--- src/source/fetch_pkg.sv ---
// shared types of the RV32 fetch frontend
// only uncompressed 32-bit instructions are handled
// memory word and address share one width (XLEN)
package fetch_pkg;

    // address and instruction width
    localparam int unsigned XLEN = 32;

    // major opcodes the scanner looks for
    localparam logic [6:0] OpBranch = 7'b1100011;
    localparam logic [6:0] OpJal    = 7'b1101111;
    localparam logic [6:0] OpJalr   = 7'b1100111;

    // control-flow kind carried with every queue entry
    typedef enum logic [1:0] {
        CF_NONE   = 2'd0,
        CF_BRANCH = 2'd1,
        CF_JUMP   = 2'd2,
        CF_JUMPR  = 2'd3
    } cf_e;

    // ------------------------------------------------------------
    // instruction word views
    // ------------------------------------------------------------
    // conditional branch layout
    typedef struct packed {
        logic       imm12;
        logic [5:0] imm10_5;
        logic [4:0] rs2;
        logic [4:0] rs1;
        logic [2:0] funct3;
        logic [3:0] imm4_1;
        logic       imm11;
        logic [6:0] opcode;
    } btype_t;

    // jal layout
    typedef struct packed {
        logic       imm20;
        logic [9:0] imm10_1;
        logic       imm11;
        logic [7:0] imm19_12;
        logic [4:0] rd;
        logic [6:0] opcode;
    } jtype_t;

    // one 32-bit word, opcode sits at [6:0] in both views
    typedef union packed {
        btype_t btype;
        jtype_t jtype;
    } instr_u;

    // ------------------------------------------------------------
    // port bundles
    // ------------------------------------------------------------
    // request towards instruction memory
    typedef struct packed {
        logic            req;
        logic [XLEN-1:0] addr;
    } fetch_req_t;

    // memory answer, one cycle after the request
    typedef struct packed {
        logic            valid;
        logic [XLEN-1:0] data;
        logic            fault;
    } fetch_rsp_t;

    // branch resolution from the backend
    typedef struct packed {
        logic            valid;
        logic            mispredict;
        logic [XLEN-1:0] target;
    } resolve_t;

    // entry handed to decode
    typedef struct packed {
        logic [XLEN-1:0] pc;
        logic [XLEN-1:0] instr;
        logic            fault;
        cf_e             cf;
        logic [XLEN-1:0] predict_addr;
    } fetch_entry_t;

    // static prediction of the scanned word
    typedef struct packed {
        logic            taken;
        logic [XLEN-1:0] target;
    } scan_t;

endpackage
--- src/source/fetch_frontend.sv ---
// single-issue RV32 fetch frontend, no compressed instructions
// memory must answer every request exactly one cycle later and never stall
// only static prediction: jal taken, backward branch taken, jalr never
// QueueDepth must be a power of two from 2 to 16
`timescale 1ns/1ps

module fetch_frontend import fetch_pkg::*; #(
    parameter logic [XLEN-1:0] BootAddr   = 32'h0000_0100,
    parameter int unsigned     QueueDepth = 4
) (
    input  logic            clk_i,
    input  logic            rst_ni,
    // instruction memory
    output fetch_req_t      fetch_req_o,
    input  fetch_rsp_t      fetch_rsp_i,
    // redirect sources
    input  logic            flush_i,
    input  resolve_t        resolve_i,
    input  logic            ex_valid_i,
    input  logic [XLEN-1:0] trap_vector_i,
    input  logic            eret_i,
    input  logic [XLEN-1:0] epc_i,
    // towards decode
    output fetch_entry_t    fetch_entry_o,
    output logic            fetch_entry_valid_o,
    input  logic            fetch_entry_ready_i
);

    // controller strobes
    logic            req;
    logic            boot;
    logic            push;
    logic            replay;
    // pc generator
    logic [XLEN-1:0] fetch_addr;
    logic [XLEN-1:0] inflight_addr;
    logic            redirect;
    // scanner and queue
    cf_e             cf;
    scan_t           scan;
    fetch_entry_t    entry_in;
    logic            queue_full;
    logic [XLEN-1:0] replay_addr;

    // ------------------------------------------------------------
    // memory request
    // ------------------------------------------------------------
    assign fetch_req_o.req  = req;
    assign fetch_req_o.addr = fetch_addr;

    // response is tagged with the address requested last cycle
    assign entry_in.pc           = inflight_addr;
    assign entry_in.instr        = fetch_rsp_i.data;
    assign entry_in.fault        = fetch_rsp_i.fault;
    assign entry_in.cf           = cf;
    assign entry_in.predict_addr = scan.target;

    // drop level is only needed inside the controller
    fetch_ctrl i_fetch_ctrl (
        .clk_i        ( clk_i             ),
        .rst_ni       ( rst_ni            ),
        .rsp_valid_i  ( fetch_rsp_i.valid ),
        .redirect_i   ( redirect          ),
        .queue_full_i ( queue_full        ),
        .req_o        ( req               ),
        .boot_o       ( boot              ),
        .drop_rsp_o   (                   ),
        .push_o       ( push              ),
        .replay_o     ( replay            )
    );

    // prediction steers only when the response really enters the queue
    pc_gen #(
        .BootAddr ( BootAddr )
    ) i_pc_gen (
        .clk_i           ( clk_i         ),
        .rst_ni          ( rst_ni        ),
        .boot_i          ( boot          ),
        .advance_i       ( push          ),
        .scan_i          ( scan          ),
        .replay_i        ( replay        ),
        .replay_addr_i   ( replay_addr   ),
        .resolve_i       ( resolve_i     ),
        .flush_i         ( flush_i       ),
        .ex_valid_i      ( ex_valid_i    ),
        .trap_vector_i   ( trap_vector_i ),
        .eret_i          ( eret_i        ),
        .epc_i           ( epc_i         ),
        .fetch_addr_o    ( fetch_addr    ),
        .inflight_addr_o ( inflight_addr ),
        .redirect_o      ( redirect      )
    );

    instr_scan i_instr_scan (
        .instr_i ( fetch_rsp_i.data  ),
        .pc_i    ( inflight_addr     ),
        .fault_i ( fetch_rsp_i.fault ),
        .cf_o    ( cf                ),
        .scan_o  ( scan              )
    );

    // any redirect empties the queue on the same edge
    fetch_queue #(
        .QueueDepth ( QueueDepth )
    ) i_fetch_queue (
        .clk_i         ( clk_i               ),
        .rst_ni        ( rst_ni              ),
        .flush_i       ( redirect            ),
        .push_i        ( push                ),
        .entry_i       ( entry_in            ),
        .ready_i       ( fetch_entry_ready_i ),
        .entry_o       ( fetch_entry_o       ),
        .valid_o       ( fetch_entry_valid_o ),
        .full_o        ( queue_full          ),
        .replay_addr_o ( replay_addr         )
    );

endmodule

--- src/source/fetch_queue.sv ---
// queue of fetch entries towards decode
// circular buffer, QueueDepth a power of two from 2 to 16
// a push into a full queue is ignored, the controller replays it instead
// flush empties the queue, a pop in the same cycle has no effect
`timescale 1ns/1ps

module fetch_queue import fetch_pkg::*; #(
    parameter int unsigned QueueDepth = 4
) (
    input  logic            clk_i,
    input  logic            rst_ni,
    input  logic            flush_i,
    input  logic            push_i,
    input  fetch_entry_t    entry_i,
    input  logic            ready_i,
    output fetch_entry_t    entry_o,
    output logic            valid_o,
    output logic            full_o,
    output logic [XLEN-1:0] replay_addr_o
);

    localparam int unsigned PtrW = $clog2(QueueDepth);

    // entry storage
    fetch_entry_t mem_q [QueueDepth];

    logic [PtrW-1:0] wr_ptr_q;
    logic [PtrW-1:0] rd_ptr_q;
    logic [PtrW:0]   count_q;
    logic            write;
    logic            pop;

    // ------------------------------------------------------------
    // status
    // ------------------------------------------------------------
    assign valid_o = (count_q != '0);
    assign full_o  = (count_q == (PtrW + 1)'(QueueDepth));

    assign write = push_i & ~full_o & ~flush_i;
    assign pop   = valid_o & ready_i & ~flush_i;

    // head of the queue is always visible
    assign entry_o = mem_q[rd_ptr_q];

    // the word offered now is the one to fetch again when it is refused
    assign replay_addr_o = entry_i.pc;

    // ------------------------------------------------------------
    // pointers and occupancy
    // ------------------------------------------------------------
    always_ff @(posedge clk_i or negedge rst_ni) begin
        if (!rst_ni) begin
            wr_ptr_q <= '0;
            rd_ptr_q <= '0;
            count_q  <= '0;
        end else if (flush_i) begin
            wr_ptr_q <= '0;
            rd_ptr_q <= '0;
            count_q  <= '0;
        end else begin
            // pointers wrap by themselves, depth is a power of two
            if (write) begin
                wr_ptr_q <= wr_ptr_q + 1'b1;
            end
            if (pop) begin
                rd_ptr_q <= rd_ptr_q + 1'b1;
            end
            // simultaneous push and pop keep the count
            case ({write, pop})
                2'b10:   count_q <= count_q + 1'b1;
                2'b01:   count_q <= count_q - 1'b1;
                default: count_q <= count_q;
            endcase
        end
    end

    // storage write
    always_ff @(posedge clk_i) begin
        if (write) begin
            mem_q[wr_ptr_q] <= entry_i;
        end
    end

endmodule

--- src/source/instr_scan.sv ---
// control-flow scanner for one 32-bit word, purely combinational
// jal predicted taken, branch taken only with a negative offset
// jalr is marked but never predicted, a faulting word is never control flow
`timescale 1ns/1ps

module instr_scan import fetch_pkg::*; (
    input  instr_u          instr_i,
    input  logic [XLEN-1:0] pc_i,
    input  logic            fault_i,
    output cf_e             cf_o,
    output scan_t           scan_o
);

    logic            is_branch;
    logic            is_jal;
    logic            is_jalr;
    logic [XLEN-1:0] b_imm;
    logic [XLEN-1:0] j_imm;
    logic            branch_taken;

    // ------------------------------------------------------------
    // classify
    // ------------------------------------------------------------
    // opcode is at the same place in both views
    assign is_branch = ~fault_i & (instr_i.btype.opcode == OpBranch);
    assign is_jal    = ~fault_i & (instr_i.jtype.opcode == OpJal);
    assign is_jalr   = ~fault_i & (instr_i.btype.opcode == OpJalr);

    // ------------------------------------------------------------
    // immediates
    // ------------------------------------------------------------
    // b-type, 13 bit offset
    assign b_imm = {{19{instr_i.btype.imm12}},
                    instr_i.btype.imm12,
                    instr_i.btype.imm11,
                    instr_i.btype.imm10_5,
                    instr_i.btype.imm4_1,
                    1'b0};

    // j-type, 21 bit offset
    assign j_imm = {{11{instr_i.jtype.imm20}},
                    instr_i.jtype.imm20,
                    instr_i.jtype.imm19_12,
                    instr_i.jtype.imm11,
                    instr_i.jtype.imm10_1,
                    1'b0};

    // backward branches are loops, assume taken
    assign branch_taken = is_branch & b_imm[XLEN-1];

    // ------------------------------------------------------------
    // prediction
    // ------------------------------------------------------------
    always_comb begin
        cf_o          = CF_NONE;
        scan_o.taken  = 1'b0;
        // not taken means the next word
        scan_o.target = pc_i + XLEN'(4);
        if (is_jal) begin
            cf_o          = CF_JUMP;
            scan_o.taken  = 1'b1;
            scan_o.target = pc_i + j_imm;
        end else if (branch_taken) begin
            cf_o          = CF_BRANCH;
            scan_o.taken  = 1'b1;
            scan_o.target = pc_i + b_imm;
        end else if (is_jalr) begin
            // target unknown here, fetch continues sequentially
            cf_o = CF_JUMPR;
        end
    end

endmodule

--- src/source/pc_gen.sv ---
// next-PC generation
// fetch address is npc, or the predicted target of an accepted response
// priority: boot, exception, eret, mispredict, flush, replay, sequential
// flush restarts at the in-flight address plus 4
`timescale 1ns/1ps

module pc_gen import fetch_pkg::*; #(
    parameter logic [XLEN-1:0] BootAddr = '0
) (
    input  logic            clk_i,
    input  logic            rst_ni,
    input  logic            boot_i,
    input  logic            advance_i,
    input  scan_t           scan_i,
    input  logic            replay_i,
    input  logic [XLEN-1:0] replay_addr_i,
    input  resolve_t        resolve_i,
    input  logic            flush_i,
    input  logic            ex_valid_i,
    input  logic [XLEN-1:0] trap_vector_i,
    input  logic            eret_i,
    input  logic [XLEN-1:0] epc_i,
    output logic [XLEN-1:0] fetch_addr_o,
    output logic [XLEN-1:0] inflight_addr_o,
    output logic            redirect_o
);

    logic [XLEN-1:0] npc_d, npc_q;
    logic [XLEN-1:0] inflight_d, inflight_q;
    logic            mispredict;

    assign mispredict = resolve_i.valid & resolve_i.mispredict;

    // depends on the redirect inputs only, keeps the controller loop-free
    assign redirect_o = ex_valid_i | eret_i | mispredict | flush_i;

    // predicted target goes out in the same cycle as the response
    assign fetch_addr_o    = (advance_i && scan_i.taken) ? scan_i.target : npc_q;
    assign inflight_addr_o = inflight_q;

    // ------------------------------------------------------------
    // next-PC select, later assignments win
    // ------------------------------------------------------------
    always_comb begin
        // default is the word after the one requested now
        npc_d      = {fetch_addr_o[XLEN-1:2], 2'b00} + XLEN'(4);
        inflight_d = fetch_addr_o;
        // nothing was requested, so the in-flight tag stays on the dropped word
        if (replay_i) begin
            npc_d      = replay_addr_i;
            inflight_d = inflight_q;
        end
        if (flush_i) begin
            npc_d = inflight_q + XLEN'(4);
        end
        if (mispredict) begin
            npc_d = resolve_i.target;
        end
        if (eret_i) begin
            npc_d = epc_i;
        end
        // exception beats everything else
        if (ex_valid_i) begin
            npc_d = trap_vector_i;
        end
        if (boot_i) begin
            npc_d = BootAddr;
        end
    end

    always_ff @(posedge clk_i or negedge rst_ni) begin
        if (!rst_ni) begin
            npc_q <= '0;
        end else begin
            npc_q <= npc_d;
        end
    end

    // tag of the outstanding request
    always_ff @(posedge clk_i) begin
        inflight_q <= inflight_d;
    end

endmodule

--- src/source/fetch_ctrl.sv ---
// fetch controller FSM
// one kill bit: the response after a redirect cycle is dropped (FLUSHED)
// a response that meets a full queue is replayed, never lost
`timescale 1ns/1ps

module fetch_ctrl (
    input  logic clk_i,
    input  logic rst_ni,
    input  logic rsp_valid_i,
    input  logic redirect_i,
    input  logic queue_full_i,
    output logic req_o,
    output logic boot_o,
    output logic drop_rsp_o,
    output logic push_o,
    output logic replay_o
);

    typedef enum logic [1:0] {
        BOOT    = 2'd0,
        RUN     = 2'd1,
        STALL   = 2'd2,
        FLUSHED = 2'd3
    } state_e;

    state_e state_d, state_q;
    logic   accept;

    // ------------------------------------------------------------
    // response handling
    // ------------------------------------------------------------
    // the redirect cycle and the cycle after it carry stale responses
    assign drop_rsp_o = redirect_i | (state_q == FLUSHED);
    assign accept     = rsp_valid_i & ~drop_rsp_o;
    assign push_o     = accept & ~queue_full_i;
    // keep reloading the replay address for the whole stall
    assign replay_o   = (accept & queue_full_i) | (state_q == STALL);

    // no request while booting or while a replay is pending
    assign req_o  = (state_q != BOOT) & ~replay_o;
    assign boot_o = (state_q == BOOT);

    always_comb begin
        state_d = state_q;
        unique case (state_q)
            BOOT: begin
                state_d = RUN;
            end
            RUN: begin
                if (redirect_i) begin
                    state_d = FLUSHED;
                end else if (accept && queue_full_i) begin
                    state_d = STALL;
                end
            end
            STALL: begin
                // resume one cycle after space returns
                if (redirect_i) begin
                    state_d = FLUSHED;
                end else if (!queue_full_i) begin
                    state_d = RUN;
                end
            end
            FLUSHED: begin
                if (!redirect_i) begin
                    state_d = RUN;
                end
            end
            default: begin
                state_d = BOOT;
            end
        endcase
    end

    always_ff @(posedge clk_i or negedge rst_ni) begin
        if (!rst_ni) begin
            state_q <= BOOT;
        end else begin
            state_q <= state_d;
        end
    end

endmodule

--- config.mk ---
export PLATFORM = sky130hd
export DESIGN_NAME = fetch_frontend
export DESIGN_NICKNAME = d
export VERILOG_FILES = /design/src/source/fetch_pkg.sv /design/src/source/fetch_frontend.sv /design/src/source/fetch_queue.sv /design/src/source/instr_scan.sv /design/src/source/pc_gen.sv /design/src/source/fetch_ctrl.sv
export SDC_FILE = /design/constraint.sdc
export NUM_CORES = 1
export LEC_CHECK = 0
export BUFFER_PORTS_ARGS = -buffer_cell sky130_fd_sc_hd__buf_2
export CAP_MARGIN = 20
export CELL_PAD_IN_SITES_DETAIL_PLACEMENT = 1
export CELL_PAD_IN_SITES_GLOBAL_PLACEMENT = 2
export CORE_ASPECT_RATIO = 1.25
export CORE_MARGIN = 3
export CORE_UTILIZATION = 44
export CTS_CLUSTER_SIZE = 28
export DETAILED_ROUTE_END_ITERATION = 8
export PLACE_DENSITY = 0.87
export SLEW_MARGIN = 20
export SYNTH_ARGS = -nofsm -noshare
export SYNTH_HDL_FRONTEND = slang
export SYNTH_SLANG_ARGS = --single-unit
--- constraint.sdc ---
create_clock -name clk_i -period 9.8 [get_ports clk_i]
set_input_delay 0.49 -clock clk_i [delete_from_list [all_inputs] [get_ports clk_i]]
set_output_delay 0.49 -clock clk_i [all_outputs]
set_load 0.005 [all_outputs]
==> flow_metrics.py <==
metrics = {
    "logic_synthesis": {
        "synth_seq_area_share_pct": 57.52,
        "synth_top_area_share_pct": 53.23,
        "synth.top_cells.by_count": "edfxtp_1, nand2_1, a21oi_1",
        "async_flop_share_pct": 8.817,
        "yosysWarnings": 0,
        "synth_nets": 2062,
        "ys_top_cells_by_area": "edfxtp_1, mux4_2, dfrtp_1",
        "synth_edf_count": 424,
        "synth_ff_type": "edfxtp_1",
        "syn_area_sq_um": 23920,
        "ys_ff_latch": 465,
        "synthCells": 1868,
        "synth_top_area_cell": "edfxtp_1",
        "ys_types": 92,
        "synth.most_common_cell": "edfxtp_1",
        "syn_area_per_cell_sq_um": 12.80,
    },
    "detailed_routing": {
        "via_count": 18010,
        "wl_per_cell_um": 29.63,
        "vias_per_cell": 6.269,
        "postRouteAntennaNets": 0,
        "dr.pass1.iters": 5,
        "wirelength_mm": 85.11,
        "initialDrtViolationCount": 1531,
        "drc": 0,
    },
    "sta": {
        "fin_tns_setup_ns": 0,
        "finalHoldViolCount": 2,
        "finalCritPeriodShare_pct": 55.20,
        "finalWorstSetupSlack_ns": 4.391,
        "drv_slew": 0,
        "worst_slew_pin_slew_ns": 1.106,
        "fmax_mhz": 184.9,
        "rsz0062_at_grt": "no",
        "slew_headroom_pct": 26.08,
        "clock_skew_ns": 0.02938,
        "period_minus_slack_ns": 5.409,
        "setup_violations": 0,
        "timing.hold.ws_ns": -0.002534,
    },
    "global_routing": {
        "overflow": 0,
        "grt_max_degree": 57,
        "grt_first_pass_wirelength_mm": 125.1,
        "grt_util_all_layers_pct": 29.33,
        "antenna_found_initial": 1,
        "first_global_vias": 18780,
    },
    "power_and_ir_drop": {
        "power.leakage_nw": 9.815,
        "peakVddDrop_mv": 0.1716,
        "p_per_area_nw_per_um2": 243.3,
    },
    "worst_setup_path": {
        "crit_buf_inv": 1,
        "path_common_cell": "a31oi_1",
        "cpLargestDelayFamily": "compound AO/OA/AOI/OAI gates",
        "reg2reg_from": "i_pc_gen.inflight_addr_o[1]",
        "critPathMaxFanout": 13,
        "r2r_cells": 15,
        "crit_type": "reg -> out",
        "r2r_slack_ns": 4.79,
        "critPathLaunchType": "flip-flop",
        "worst_path_max_delay_cell": "edfxtp_1",
        "cp-end-kind": "output port",
        "worstPathArrival_ns": 4.92,
        "r2r_end": "i_pc_gen.npc_q[30]",
        "crit_required_ns": 9.31,
        "crit_chain": "ha_1 -> nand4_1 -> a2111oi_0 -> o21ai_0 -> a31oi_1 -> nor2_1 -> a211o_1 -> a31oi_1 -> a21oi_1 -> buf_2",
        "cpPeakStageDelay_ns": 0.70,
    },
    "die": {
        "dieArea_sq_um": 57210,
        "pin_count": 271,
        "start_util_pct": 44.99,
        "die-width_um": 214.5,
        "die_y_um": 266.7,
        "fp-row-count": 94,
        "fp.coreArea_sq_um": 53160,
    },
    "place": {
        "dp_hpwl_mm": 61.84,
        "io_buffer_count": 270,
        "pre_cts_ws_ns": 4.288,
        "place.gp.congestion": 0.9417,
    },
    "clock_network": {
        "ctsResizeCount": 0,
        "clk-insertion-delay-late_ns": 0.60,
        "h-tree-depth": 2,
        "clk_path_buf_depth": 3,
        "clk_pin_slew_worst_paths_ns": 0.07,
        "cts-root-buf": "clkbuf_16",
        "cts_made_buffers": 48,
        "cts_tree": "done",
        "cts_setup_buffers": 0,
        "clock-sinks": 465,
        "cts_hold_buffers": 0,
    },
    "status": {
        "failed_checks": "hold timing",
        "status": "finished, violations left",
    },
    "final_layout": {
        "regArea_sq_um": 13770,
        "fillCellCount": 5525,
        "area_growth_pct": 15.74,
        "post-route-util_pct": 52.08,
        "finalNetCount": 2307,
        "multi_input_area_sq_um": 9627,
        "drive_gt1_share_pct": 23.88,
    },
    "flow_run": {
        "cap_violations": 0,
    },
    "worst_hold_path": {
        "hold_class": "in -> async",
    },
}
logic make-up after synthesis:
family | after synthesis | share of synthesized area [%]
mux | 117 | 10.03
fa+ha+maj | 56 | 3.024
compound gates | 495 | 13.88
buf+inv | 147 | 2.401
xor+xnor | 76 | 2.783
flops | 465 | 57.52
simple gates | 512 | 10.36
metal layers:
layer	wire (um)	share of wire, %	global-route usage [%]
met2	43200	51	51.37
met4	4680	5.5	14.50
met1	32610	38	35.68
met5	11	0.013	0
met3	4609	5.4	4.350
report_power, final:
group	total, mW	switching, mW	internal [mW]
Clock	1.93	0.802	1.13
Combinational	2.05	1.38	0.671
Sequential	2.75	0.297	2.46
metrics by stage:
| stage | hold WS (ns) | instance area (sq um) | total power, mW | std cells |
|---|---|---|---|---|
| 6_report | -0.002534 | 27680 | 6.736 | 2873 |
| 5_1_grt | 0.03837 | 27680 | 7.026 | 2872 |
| 4_1_cts | 0.006156 | 27680 | 6.741 | 2872 |
| 3_5_place_dp | 0.5522 | 26030 | 4.805 | 2783 |
| 3_3_place_gp | 0.5160 | 26030 | 4.739 | 2783 |
| 2_1_floorplan | 0.1944 | 23920 | 3.910 | 1868 |
worst max-delay path by stage:
stage | endpoint | depth (start not counted) | slack (ns) | from
final | fetch_req_o[29] | 10 | 4.39 | i_pc_gen.inflight_addr_o[12]
after global routing | fetch_req_o[29] | 10 | 4.17 | i_pc_gen.inflight_addr_o[12]
after CTS | fetch_req_o[29] | 10 | 4.38 | i_pc_gen.inflight_addr_o[12]
after detailed placement | i_pc_gen.npc_q[30] | 15 | 4.29 | eret_i
after global placement | i_pc_gen.npc_q[30] | 15 | 4.48 | eret_i
after floorplan | i_pc_gen.npc_q[30] | 17 | 5.14 | eret_i
flip-flops by register name, summed over array words and instances (netlist names):
signal	cells
i_fetch_queue.mem_q	392
i_pc_gen.inflight_addr_o	32
i_pc_gen.npc_q	32
i_fetch_queue.count_q	3
i_fetch_ctrl.state_q	2
i_fetch_queue.rd_ptr_q	2
i_fetch_queue.wr_ptr_q	2
cell usage in the layout, fill, tap and decap left out, drive strengths merged, types with 17 or more instances in the layout:
master	instances
edfxtp	424
buf	301
nand2	164
a21oi	130
nor2	126
o21ai	111
mux4	98
nand3	61
clkbuf	59
ha	53
inv	44
dfrtp	41
xnor2	39
xor2	37
nand4	29
o211ai	26
nor3	26
a211oi	24
a21o	23
o21a	19
a31oi	19
mux2i	17
layout make-up:
class	count	share of cell area, %
inverter	41	0.5559
clock inverter	30	1.324
clock buffer	59	4.637
antenna	1	0.009039
sequential	465	49.72
multi-input combinational	1256	34.77
timing repair buffer	301	5.722
tap	720	3.254
(Power assumes the default switching activity.)
